`config.mk`:
```
export PLATFORM = sky130hd
export DESIGN_NAME = ctl_top
export DESIGN_NICKNAME = d
export VERILOG_FILES = /design/src/common/rv_ctl_pkg.sv /design/src/sequencer/ctl_sequencer.sv /design/src/trap/trap_capture.sv /design/src/verilog/fetch_redirect.sv /design/src/verilog/ctl_top.sv
export SDC_FILE = /design/constraint.sdc
export NUM_CORES = 1
export LEC_CHECK = 0
export ABC_AREA = 1
export CAP_MARGIN = 20
export CORE_MARGIN = 2
export CORE_UTILIZATION = 60
export CTS_BUF_LIST = sky130_fd_sc_hd__clkbuf_4
export CTS_CLUSTER_SIZE = 16
export DETAILED_ROUTE_END_ITERATION = 10
export DONT_BUFFER_PORTS = 1
export GPL_ROUTABILITY_DRIVEN = 0
export GPL_TIMING_DRIVEN = 0
export PLACE_DENSITY = 0.83
export SYNTH_ARGS = -nofsm -noshare
export SYNTH_HDL_FRONTEND = slang
export SYNTH_SLANG_ARGS = --single-unit
```
`constraint.sdc`:
```
create_clock -name clk -period 2.25 [get_ports clk]
set_input_delay 0.225 -clock clk [delete_from_list [all_inputs] [get_ports clk]]
set_output_delay 0.225 -clock clk [all_outputs]
set_load 0.005 [all_outputs]
```
`src/common/rv_ctl_pkg.sv`:
```
// ======================================================================
// shared widths and trap cause codes
// sequencer state encoding
// packed structs passed between the control blocks
// ======================================================================

`default_nettype none

package rv_ctl_pkg;

    // ==================================================================
    // widths
    // ==================================================================
    localparam int XLEN        = 32;
    localparam int PC_BITWIDTH = XLEN;
    localparam int CAUSE_BITS  = 4;

    // mcause codes, interrupt bit carried separately
    localparam logic [CAUSE_BITS-1:0] CAUSE_INSTR_MISALIGN = 4'd0;
    localparam logic [CAUSE_BITS-1:0] CAUSE_BREAKPOINT     = 4'd3;
    localparam logic [CAUSE_BITS-1:0] CAUSE_LOAD_MISALIGN  = 4'd4;
    localparam logic [CAUSE_BITS-1:0] CAUSE_TIMER_INT      = 4'd7;
    localparam logic [CAUSE_BITS-1:0] CAUSE_ECALL_M        = 4'd11;

    // ==================================================================
    // types
    // ==================================================================
    typedef enum logic [3:0] {
        S_INIT,
        S_INIT_WAIT,
        S_FETCH,
        S_DECODE,
        S_FETCH_EXE,
        S_DECODE_DATA,
        S_LOAD,
        S_LOAD_WAIT,
        S_EXCEPTION,
        S_EXCEPTION_REINIT
    } seq_state_e;

    // jal, jalr and taken branch merged by the decoder
    typedef struct packed {
        logic                   active;
        logic [PC_BITWIDTH-1:0] target;
    } jump_req_t;

    // one-cycle exception events
    typedef struct packed {
        logic ecall;
        logic ebreak;
        logic misalign;
    } exc_event_t;

    typedef struct packed {
        logic                   activate;
        logic                   is_interrupt;
        logic [CAUSE_BITS-1:0]  code;
        logic [PC_BITWIDTH-1:0] pc;
    } trap_info_t;

    // sequencer commands, each high for one cycle
    typedef struct packed {
        logic pc_init;
        logic jump_init;
        logic mret_init;
        logic trap_init;
        logic clear_exc;
        logic set_int;
        logic raise_activate;
        logic instr_misalign;
        logic load_active;
    } seq_ctl_t;

endpackage

`default_nettype wire

```
`src/sequencer/ctl_sequencer.sv`:
```
// ======================================================================
// instruction sequencing FSM
// fetch, decode, execute and load wait, trap and redirect decisions
// ======================================================================

`timescale 1ns/1ps
`default_nettype none

module ctl_sequencer (
    input  wire                     clk,
    input  wire                     reset_n,
    input  wire                     start,
    input  rv_ctl_pkg::jump_req_t   jump,
    input  wire                     mret_active,
    input  wire                     load,
    input  wire                     load_done,
    input  rv_ctl_pkg::exc_event_t  exc,
    input  wire                     timer_triggered,
    input  wire                     fetch_init,
    input  wire                     exc_pending,
    input  wire                     int_active,
    output rv_ctl_pkg::seq_ctl_t    ctl,
    output logic                    fetch_next,
    output logic                    exe_enable,
    output logic                    data_access_enable
);

    rv_ctl_pkg::seq_state_e state;
    rv_ctl_pkg::seq_state_e state_next;

    logic first_exe;
    logic disable_access;
    logic disable_access_q;
    logic ecall_active;
    logic exc_now;

    assign exc_now = exc.ecall | exc.ebreak | exc.misalign;

    // ==================================================================
    // state and status registers
    // ==================================================================
    always_ff @(posedge clk or negedge reset_n) begin
        if (!reset_n) begin
            state            <= rv_ctl_pkg::S_INIT;
            first_exe        <= 1'b0;
            disable_access_q <= 1'b0;
            ecall_active     <= 1'b0;
        end else begin
            state            <= state_next;
            disable_access_q <= disable_access;
            // nothing executed yet at the new fetch address
            if (fetch_init) begin
                first_exe <= 1'b0;
            end else if (exe_enable) begin
                first_exe <= 1'b1;
            end
            if (exc.ecall) begin
                ecall_active <= 1'b1;
            end else if (mret_active) begin
                ecall_active <= 1'b0;
            end
        end
    end

    // ==================================================================
    // next state and commands
    // ==================================================================
    always_comb begin
        state_next         = state;
        ctl                = '0;
        fetch_next         = 1'b0;
        exe_enable         = 1'b0;
        data_access_enable = 1'b0;
        disable_access     = 1'b0;

        case (state)
            rv_ctl_pkg::S_INIT: begin
                if (start) begin
                    ctl.pc_init = 1'b1;
                    state_next  = rv_ctl_pkg::S_INIT_WAIT;
                end
            end
            rv_ctl_pkg::S_INIT_WAIT: begin
                // hold while the fetch unit takes the new address
                if (!fetch_init) begin
                    state_next = rv_ctl_pkg::S_FETCH;
                end
            end
            rv_ctl_pkg::S_FETCH: begin
                state_next = rv_ctl_pkg::S_DECODE;
            end
            rv_ctl_pkg::S_DECODE: begin
                fetch_next = 1'b1;
                state_next = rv_ctl_pkg::S_FETCH_EXE;
            end
            rv_ctl_pkg::S_FETCH_EXE: begin
                data_access_enable = first_exe & ~disable_access_q;
                if (timer_triggered && !int_active && !ecall_active) begin
                    ctl.set_int = 1'b1;
                    state_next  = rv_ctl_pkg::S_EXCEPTION;
                end else if (jump.active && jump.target[1]) begin
                    ctl.instr_misalign = 1'b1;
                    state_next         = rv_ctl_pkg::S_EXCEPTION;
                end else if ((exc_now || exc_pending) && data_access_enable) begin
                    state_next = rv_ctl_pkg::S_EXCEPTION;
                end else if (jump.active || mret_active) begin
                    ctl.jump_init = jump.active;
                    ctl.mret_init = mret_active & ~jump.active;
                    state_next    = rv_ctl_pkg::S_INIT_WAIT;
                end else begin
                    state_next = rv_ctl_pkg::S_DECODE_DATA;
                end
            end
            rv_ctl_pkg::S_DECODE_DATA: begin
                exe_enable = 1'b1;
                if (load) begin
                    state_next = rv_ctl_pkg::S_LOAD;
                end else begin
                    fetch_next = 1'b1;
                    state_next = rv_ctl_pkg::S_FETCH_EXE;
                end
            end
            rv_ctl_pkg::S_LOAD: begin
                data_access_enable = 1'b1;
                ctl.load_active    = 1'b1;
                state_next         = rv_ctl_pkg::S_LOAD_WAIT;
            end
            rv_ctl_pkg::S_LOAD_WAIT: begin
                // no timeout, the memory decides
                if (exc.misalign) begin
                    state_next = rv_ctl_pkg::S_EXCEPTION;
                end else if (load_done) begin
                    fetch_next     = 1'b1;
                    disable_access = 1'b1;
                    state_next     = rv_ctl_pkg::S_FETCH_EXE;
                end
            end
            rv_ctl_pkg::S_EXCEPTION: begin
                ctl.raise_activate = 1'b1;
                state_next         = rv_ctl_pkg::S_EXCEPTION_REINIT;
            end
            rv_ctl_pkg::S_EXCEPTION_REINIT: begin
                ctl.trap_init = 1'b1;
                ctl.clear_exc = 1'b1;
                state_next    = rv_ctl_pkg::S_INIT_WAIT;
            end
            default: begin
                state_next = rv_ctl_pkg::S_INIT;
            end
        endcase
    end

endmodule

`default_nettype wire

```
`src/trap/trap_capture.sv`:
```
// ======================================================================
// sticky exception flags and cause priority
// timer interrupt flag, trap PC and trap activate
// ======================================================================

`timescale 1ns/1ps
`default_nettype none

module trap_capture (
    input  wire                                clk,
    input  wire                                reset_n,
    input  rv_ctl_pkg::seq_ctl_t               ctl,
    input  rv_ctl_pkg::exc_event_t             exc,
    input  wire                                timer_triggered,
    input  wire [rv_ctl_pkg::PC_BITWIDTH-1:0]  pc_in,
    input  wire                                exe_enable,
    output logic                               exc_pending,
    output logic                               int_active,
    output rv_ctl_pkg::trap_info_t             trap
);

    logic ecall_q;
    logic ebreak_q;
    logic instr_mis_q;
    logic misalign_q;
    logic load_q;
    logic set_int_q;

    assign exc_pending = ecall_q | ebreak_q | instr_mis_q | misalign_q;

    // ==================================================================
    // event latches
    // ==================================================================
    always_ff @(posedge clk or negedge reset_n) begin
        if (!reset_n) begin
            ecall_q     <= 1'b0;
            ebreak_q    <= 1'b0;
            instr_mis_q <= 1'b0;
            misalign_q  <= 1'b0;
            load_q      <= 1'b0;
            set_int_q   <= 1'b0;
            int_active  <= 1'b0;
        end else begin
            set_int_q <= ctl.set_int;
            if (ctl.clear_exc) begin
                ecall_q     <= 1'b0;
                ebreak_q    <= 1'b0;
                instr_mis_q <= 1'b0;
                misalign_q  <= 1'b0;
            end else begin
                ecall_q     <= ecall_q | exc.ecall;
                ebreak_q    <= ebreak_q | exc.ebreak;
                instr_mis_q <= instr_mis_q | ctl.instr_misalign;
                misalign_q  <= misalign_q | exc.misalign;
            end
            // marks a misalign as belonging to the pending load
            if (ctl.load_active) begin
                load_q <= 1'b1;
            end else if (ctl.clear_exc || exe_enable) begin
                load_q <= 1'b0;
            end
            // stays set until the timer line drops
            if (ctl.set_int) begin
                int_active <= 1'b1;
            end else if (!timer_triggered) begin
                int_active <= 1'b0;
            end
        end
    end

    // ==================================================================
    // trap info
    // ==================================================================
    always_ff @(posedge clk or negedge reset_n) begin
        if (!reset_n) begin
            trap <= '0;
        end else begin
            trap.activate     <= ctl.raise_activate;
            trap.is_interrupt <= set_int_q;
            if (exe_enable) begin
                trap.pc <= pc_in;
            end
            if (set_int_q) begin
                trap.code <= rv_ctl_pkg::CAUSE_TIMER_INT;
            end else if (ecall_q) begin
                trap.code <= rv_ctl_pkg::CAUSE_ECALL_M;
            end else if (ebreak_q) begin
                trap.code <= rv_ctl_pkg::CAUSE_BREAKPOINT;
            end else if (instr_mis_q) begin
                trap.code <= rv_ctl_pkg::CAUSE_INSTR_MISALIGN;
            end else if (misalign_q) begin
                trap.code <= load_q ? rv_ctl_pkg::CAUSE_LOAD_MISALIGN
                                    : rv_ctl_pkg::CAUSE_INSTR_MISALIGN;
            end
        end
    end

endmodule

`default_nettype wire

```
`src/verilog/fetch_redirect.sv`:
```
// ======================================================================
// registered fetch start pulse
// start, jump, mret and trap vector address selection
// ======================================================================

`timescale 1ns/1ps
`default_nettype none

module fetch_redirect (
    input  wire                                 clk,
    input  wire                                 reset_n,
    input  rv_ctl_pkg::seq_ctl_t                ctl,
    input  wire [rv_ctl_pkg::PC_BITWIDTH-1:0]   start_addr,
    input  rv_ctl_pkg::jump_req_t               jump,
    input  wire [rv_ctl_pkg::PC_BITWIDTH-1:0]   mepc_in,
    input  wire [rv_ctl_pkg::PC_BITWIDTH-1:0]   mtvec_in,
    input  wire [rv_ctl_pkg::CAUSE_BITS-1:0]    code,
    output logic                                fetch_init,
    output logic [rv_ctl_pkg::PC_BITWIDTH-1:0]  fetch_start_addr
);

    logic [rv_ctl_pkg::PC_BITWIDTH-1:0] vec_base;
    logic [rv_ctl_pkg::PC_BITWIDTH-1:0] vec_offset;

    // mtvec mode sits in the low two bits
    assign vec_base   = {mtvec_in[rv_ctl_pkg::PC_BITWIDTH-1:2], 2'b00};
    assign vec_offset = {{(rv_ctl_pkg::PC_BITWIDTH - rv_ctl_pkg::CAUSE_BITS - 2){1'b0}},
                         code, 2'b00};

    always_ff @(posedge clk or negedge reset_n) begin
        if (!reset_n) begin
            fetch_init       <= 1'b0;
            fetch_start_addr <= '0;
        end else begin
            fetch_init <= ctl.pc_init | ctl.jump_init | ctl.mret_init | ctl.trap_init;
            if (ctl.pc_init) begin
                fetch_start_addr <= {start_addr[rv_ctl_pkg::PC_BITWIDTH-1:1], 1'b0};
            end else if (ctl.jump_init) begin
                fetch_start_addr <= {jump.target[rv_ctl_pkg::PC_BITWIDTH-1:1], 1'b0};
            end else if (ctl.mret_init) begin
                fetch_start_addr <= mepc_in;
            end else if (ctl.trap_init) begin
                // direct mode or vectored by cause
                if (mtvec_in[1:0] == 2'b00) begin
                    fetch_start_addr <= vec_base;
                end else begin
                    fetch_start_addr <= vec_base + vec_offset;
                end
            end
        end
    end

endmodule

`default_nettype wire

```
`src/verilog/ctl_top.sv`:
```
// ======================================================================
// control sequencer top level
// sequencer, trap capture and fetch redirect
// ======================================================================

`timescale 1ns/1ps
`default_nettype none

module ctl_top (
    input  wire                                  clk,
    input  wire                                  reset_n,
    input  wire                                  start,
    input  wire [rv_ctl_pkg::PC_BITWIDTH-1:0]    start_addr,
    input  rv_ctl_pkg::jump_req_t                jump,
    input  wire                                  mret_active,
    input  wire                                  load,
    input  wire                                  load_done,
    input  rv_ctl_pkg::exc_event_t               exc,
    input  wire                                  timer_triggered,
    input  wire [rv_ctl_pkg::PC_BITWIDTH-1:0]    pc_in,
    input  wire [rv_ctl_pkg::PC_BITWIDTH-1:0]    mtvec_in,
    input  wire [rv_ctl_pkg::PC_BITWIDTH-1:0]    mepc_in,
    output logic                                 fetch_init,
    output logic [rv_ctl_pkg::PC_BITWIDTH-1:0]   fetch_start_addr,
    output logic                                 fetch_next,
    output logic                                 exe_enable,
    output logic                                 data_access_enable,
    output rv_ctl_pkg::trap_info_t               trap
);

    rv_ctl_pkg::seq_ctl_t ctl;
    logic                 exc_pending;
    logic                 int_active;

    ctl_sequencer u_sequencer (
        .clk                (clk),
        .reset_n            (reset_n),
        .start              (start),
        .jump               (jump),
        .mret_active        (mret_active),
        .load               (load),
        .load_done          (load_done),
        .exc                (exc),
        .timer_triggered    (timer_triggered),
        .fetch_init         (fetch_init),
        .exc_pending        (exc_pending),
        .int_active         (int_active),
        .ctl                (ctl),
        .fetch_next         (fetch_next),
        .exe_enable         (exe_enable),
        .data_access_enable (data_access_enable)
    );

    trap_capture u_trap_capture (
        .clk             (clk),
        .reset_n         (reset_n),
        .ctl             (ctl),
        .exc             (exc),
        .timer_triggered (timer_triggered),
        .pc_in           (pc_in),
        .exe_enable      (exe_enable),
        .exc_pending     (exc_pending),
        .int_active      (int_active),
        .trap            (trap)
    );

    // trap vector offset comes from the registered cause
    fetch_redirect u_fetch_redirect (
        .clk              (clk),
        .reset_n          (reset_n),
        .ctl              (ctl),
        .start_addr       (start_addr),
        .jump             (jump),
        .mepc_in          (mepc_in),
        .mtvec_in         (mtvec_in),
        .code             (trap.code),
        .fetch_init       (fetch_init),
        .fetch_start_addr (fetch_start_addr)
    );

endmodule

`default_nettype wire

```
* After elaboration in Yosys (flattened, before gate mapping) *
Index checks and enable logic that the tools add are counted.

cells by class
  add/subtract/negate cells = 1
  equality and inequality tests = 13
  reduce and logical (&&, ||, !) cells = 17
  bitwise operators = 16
  mux-type cells = 55

operators by type and width
  kind                  number
  $mux W32              5
  $mux W4               12
  $pmux W4 S10          1
  $add A32 B6 Y32       1
  $mux W1               26
  $eq A4 B3 Y1 const B  4
  $mux W2               7
  $or A1 B1 Y1          12
  $eq A4 B2 Y1 const B  2
  $eq A4 B4 Y1 const B  2
  $mux W3               2
  $reduce_bool A2 Y1    3
  $reduce_bool A5 Y1    1
  $eq A4 B1 Y1 const B  1
  $logic_and A1 B1 Y1   4
  $logic_not A4 Y1      1
  $ne A2 B2 Y1 const B  2
  $reduce_bool A4 Y1    1
  $logic_or A1 B1 Y1    3
  $ne A3 B3 Y1 const B  1
  $pmux W1 S3           1
  $reduce_and A3 Y1     1
  $and A1 B1 Y1         2
  $logic_not A1 Y1      2
  4 further kinds       5

word-level totals
  flip-flop bits (word level) = 85
  logic and storage cells = 119

* Logic depth before layout (Yosys ltp) *
  word-level depth = 12
  depth in mapped cells = 14
  mapped depth without buffers = 14

* Modules after synthesis *
From an unflattened synthesis, not the netlist that was laid out.

second synthesis, totals
  cell total of the unflattened synthesis = 849
  area, all modules = 5641.7 µm²

modules (own cells, without submodules)
  module          times used  seq. area each (µm²)  cells an instance  area an instance (µm²)
  fetch_redirect  1           825.8                 584                3372.0
  trap_capture    1           1101.1                175                1720.4
  ctl_sequencer   1           175.2                 90                 549.3

* Least setup slack after synthesis *
Ideal clock, no wire load.

  kind = reg2reg
  start point = register u_trap_capture.trap[33] (netlist name)
  end point = register u_fetch_redirect.fetch_start_addr[6] (netlist bit)
  arrival = 1.825 ns
  period minus slack after synthesis = 1.942 ns
  cell stages (with the launch flop) = 14
  library setup time = 0.117 ns
  path slack = 0.308 ns
  path through = dfrtp_1 ha_1 fa_1 nand2_1 nand2_1 nand3_1 xor2_1 inv_1 nand2_1 nand2_1 nand2_1 nand3_1 nand2_1 nand2_1

on the way
  longest elaborated chain between the ends = 6

RTL lines
  what                    RTL line              RTL
  $add A32 B6 Y32         fetch_redirect.sv:47  fetch_start_addr <= vec_base + vec_offset;
  $mux W32                fetch_redirect.sv:44  if (mtvec_in[1:0] == 2'b00) begin
  $mux W32                fetch_redirect.sv:42  end else if (ctl.trap_init) begin
  $mux W32                fetch_redirect.sv:40  end else if (ctl.mret_init) begin
  $mux W32                fetch_redirect.sv:38  end else if (ctl.jump_init) begin
  $mux W32                fetch_redirect.sv:36  if (ctl.pc_init) begin
  end signal: assignment  fetch_redirect.sv:37  fetch_start_addr <= {start_addr[rv_ctl_pkg::PC_BITWIDTH-1:1], 1'b0};
  end signal: assignment  fetch_redirect.sv:39  fetch_start_addr <= {jump.target[rv_ctl_pkg::PC_BITWIDTH-1:1], 1'b0};
  end signal: assignment  fetch_redirect.sv:41  fetch_start_addr <= mepc_in;
  end: declaration        fetch_redirect.sv:19  output logic [rv_ctl_pkg::PC_BITWIDTH-1:0] fetch_start_addr

Every way passes these cells. The select of a mux whose other input is x is not followed.
A chain may end at the register's enable or synchronous reset.

* Worst setup path after layout *
  start point = register u_sequencer.state[0]
  end point = output fetch_next

on the way
  longest elaborated chain between the ends = 2
  elaborated cells between the ends (all ways) = 4

RTL lines
  what                                          RTL line             RTL
  start: declaration                            ctl_sequencer.sv:28  rv_ctl_pkg::seq_state_e state;
  start signal: assignment                      ctl_sequencer.sv:44  state <= rv_ctl_pkg::S_INIT;
  start signal: assignment                      ctl_sequencer.sv:49  state <= state_next;
  $eq A4 B3 Y1 or $eq A4 B2 Y1 (tied branches)  ctl_sequencer.sv:76  case (state)
  $pmux W1 S3 *                                 ctl_sequencer.sv:76
  end: declaration                              ctl_top.sv:25        output logic fetch_next,

Every way passes the cells marked *; elsewhere a longest branch is shown, timed or not.

==> metrics.cfg <==
[global_routing]
grt-ovfl-total = 0
antenna_found_initial = 1
grt_pass1_wl_um = 29300
track_usage_pct = 38.0
grt_max_degree = 85
grt_pass1_vias = 5732

[yosys]
syn_nets = 1054
synthCells = 878
synth_edf_count = 0
ys_ff_latch = 84
synth_cell_types = 34
synth_area_per_cell_um2 = 6.37
yosys_most_used_dff = dfrtp_1
synth-seq-area-share_pct = 37.6
synth.yosys.warnings = 0
synth_area_um2 = 5590
async_reset_ff_share_pct = 100

[clocking]
cts_tree = done
cts.sinks = 84
root_buffer = clkbuf_4
clockBufferDepth = 2
cts-htree-levels = 3
insertion_delay_ns = 0.46
cts.clk_slew.worst_paths_ns = 0.16
cts-buffers-inserted = 9

[sta]
hold_violations = 0
tightest_slew_ns = 0.707
setup_viol = 0
slew_headroom_pct = 52.7
drv_slew = 0
skew_ns = 0.0441
fmax_ghz = 0.460
timing.hold.ws_ns = 0.00838
fin_crit_sh_pct = 96.7
period_needed_ns = 2.18

[min_path]
hold_depth = 4
holdCritStartpoint = jump[25]
hp-class = primary input to flop

[power]
peakVddDrop_mv = 0.801
p_per_area_nw_per_um2 = 981
leakagePower_nw = 3.41

[place]
dpl.hpwl_um = 13300
dpl.cell_count = 989
placed_area_um2 = 5730
port_buffers = 0

[critical_path]
ff2ff_path_depth = 12
critPathKind = flop to primary output
r2r-start = u_trap_capture.trap[33]$_DFFE_PN0P_
cp_data_arrival_time_ns = 1.95
critPathMaxFanout = 7
required_ns = 2.03
crit_path_end_kind = primary output
start_kind = flop
startpoint = u_sequencer.state[0]$_DFFE_PN0P_

[floorplanning]
ioPinCount = 245
die_x_um = 101
die_h_um = 101
core_um2 = 9150
start_util_pct = 61.1
rows = 35
dieArea_um2 = 10100

[final_layout]
largest_reg_flops = 37
drive_gt1_share_pct = 10.6
fin_cells = 1065
nets = 1124
final_area_um2 = 6570
final_common_cell = nand2_1
regMostFlops = u_trap_capture.trap
reg_top3 = u_trap_capture.trap x37, u_fetch_redirect.fetch_start_addr x32, u_sequencer.state x4
area_growth_pct = 17.5
layout_common_cells = nand2_1 (382), nor2_1 (89), dfrtp_1 (83), nand3_1 (71), inv_1 (62)

[drt]
viasPerCell = 5.72
wire_per_inst_um = 18.2
ant_nets = 0
dr.pass1.iters = 7
drtIter0Drc = 372
postRouteWirelength_um = 19300
drc = 0
vias = 6089

[run_status]
status = finished, final reports clean

[job]
maxCapViolCount = 0

-- power by group --
part	total, mW	switching, mW	internal [mW]
registers	2.78	0.607	2.17
logic	2.74	1.76	0.975
clock network	0.921	0.665	0.255
total	6.44	3.03	3.40
-- worst max-delay path, cell delays in order (launching register included) --
cell and delay, ns:
dfrtp_1 0.46, inv_1 0.10, nor2_1 0.19, inv_1 0.13, nor2_4 0.22, clkinv_2 0.18
nor2_1 0.11, or3_1 0.13
-- worst paths after layout --
kind,end,slack [ns]
worst max-delay path,fetch_next,0.07
worst min-delay path,u_fetch_redirect.fetch_start_addr[25]$_DFFE_PN0P_,0.008
worst max register to register,u_fetch_redirect.fetch_start_addr[10]$_DFFE_PN0P_,0.11
worst min register to register,u_trap_capture.int_active$_DFFE_PN0P_,0.51
max in group asynchronous,u_trap_capture.trap[33]$_DFFE_PN0P_,1.54
min in group asynchronous,u_fetch_redirect.fetch_start_addr[0]$_DFFE_PN0P_,0.24
-- metrics by stage --
step	setup slack (ns)	utilization (%)	total power [mW]	TNS, ns
detailed placement	-0.0556	62.6	5.19	-0.179
global placement	-0.0413	62.6	5.10	-0.120
CTS	0.00837	70.1	6.18	0
global route	-0.0291	71.7	6.93	-0.0341
floorplan	0.308	-	4.50	0
finish	0.0738	71.7	6.44	0
-- what timing repair did --
item	4_1_cts	5_1_grt
pin swaps	0	6
hold buffers	51	1
buffers inserted	0	7
gates cloned	0	1
endpoints found under the setup margin	8	29
resized for setup	7	23
endpoints found under the hold margin	131	1
-- cell usage after synthesis (4+ instances only) --
cell type | count | share of area [%]
nand4_1 | 17 | 1.9
clkinv_1 | 20 | 1.3
buf_4 | 8 | 1.1
nor3_1 | 9 | 0.81
ha_1 | 4 | 0.90
inv_2 | 6 | 0.40
nor2_2 | 4 | 0.45
inv_1 | 62 | 4.2
nand3b_1 | 8 | 1.1
buf_2 | 6 | 0.54
or2_2 | 29 | 3.2
xor2_1 | 4 | 0.63
a21oi_1 | 25 | 2.2
nand2_1 | 385 | 26
a21boi_0 | 4 | 0.54
nor2_1 | 91 | 6.1
clkbuf_1 | 14 | 0.94
dfrtp_1 | 84 | 38
o21ai_0 | 8 | 0.72
nand3_1 | 72 | 6.4
-- routing by layer --
metal / up-vias / GRT usage (%) / share of wire [%]
met4: 0 / 15.4 / 3.9
met2: 419 / 63.4 / 48
li1: 2871 / - / -
met5: - / 0 / 0
met1: 2731 / 44.5 / 35
met3: 68 / 14.2 / 13
-- layout make-up --
type,instances,area [µm²]
fillers,752,2590
well taps,111,139
clock inverters,7,70.1
plain buffers,30,163
flip-flops and latches,84,2100
inverters,88,332
diodes,1,2.50
clock buffers,9,67.6
repair buffers,58,583
multi-input cells,677,3110
-- cell families (layout without fill, tap and decap cells) --
| family | Yosys count | in the layout | synth area share, % |
|---|---|---|---|
| buffers and inverters | 118 | 192 | 8.73 |
| adders and majority gates | 5 | 5 | 1.25 |
| DFF | 84 | 84 | 37.6 |
| xor gates and xnor gates | 4 | 4 | 0.627 |
| and+or+nand+nor | 622 | 622 | 47.1 |
| AOI/OAI and AO/OA | 45 | 46 | 4.68 |
| other | 0 | 1 | 0 |
Note: power is estimated with default switching activity, not from simulation.
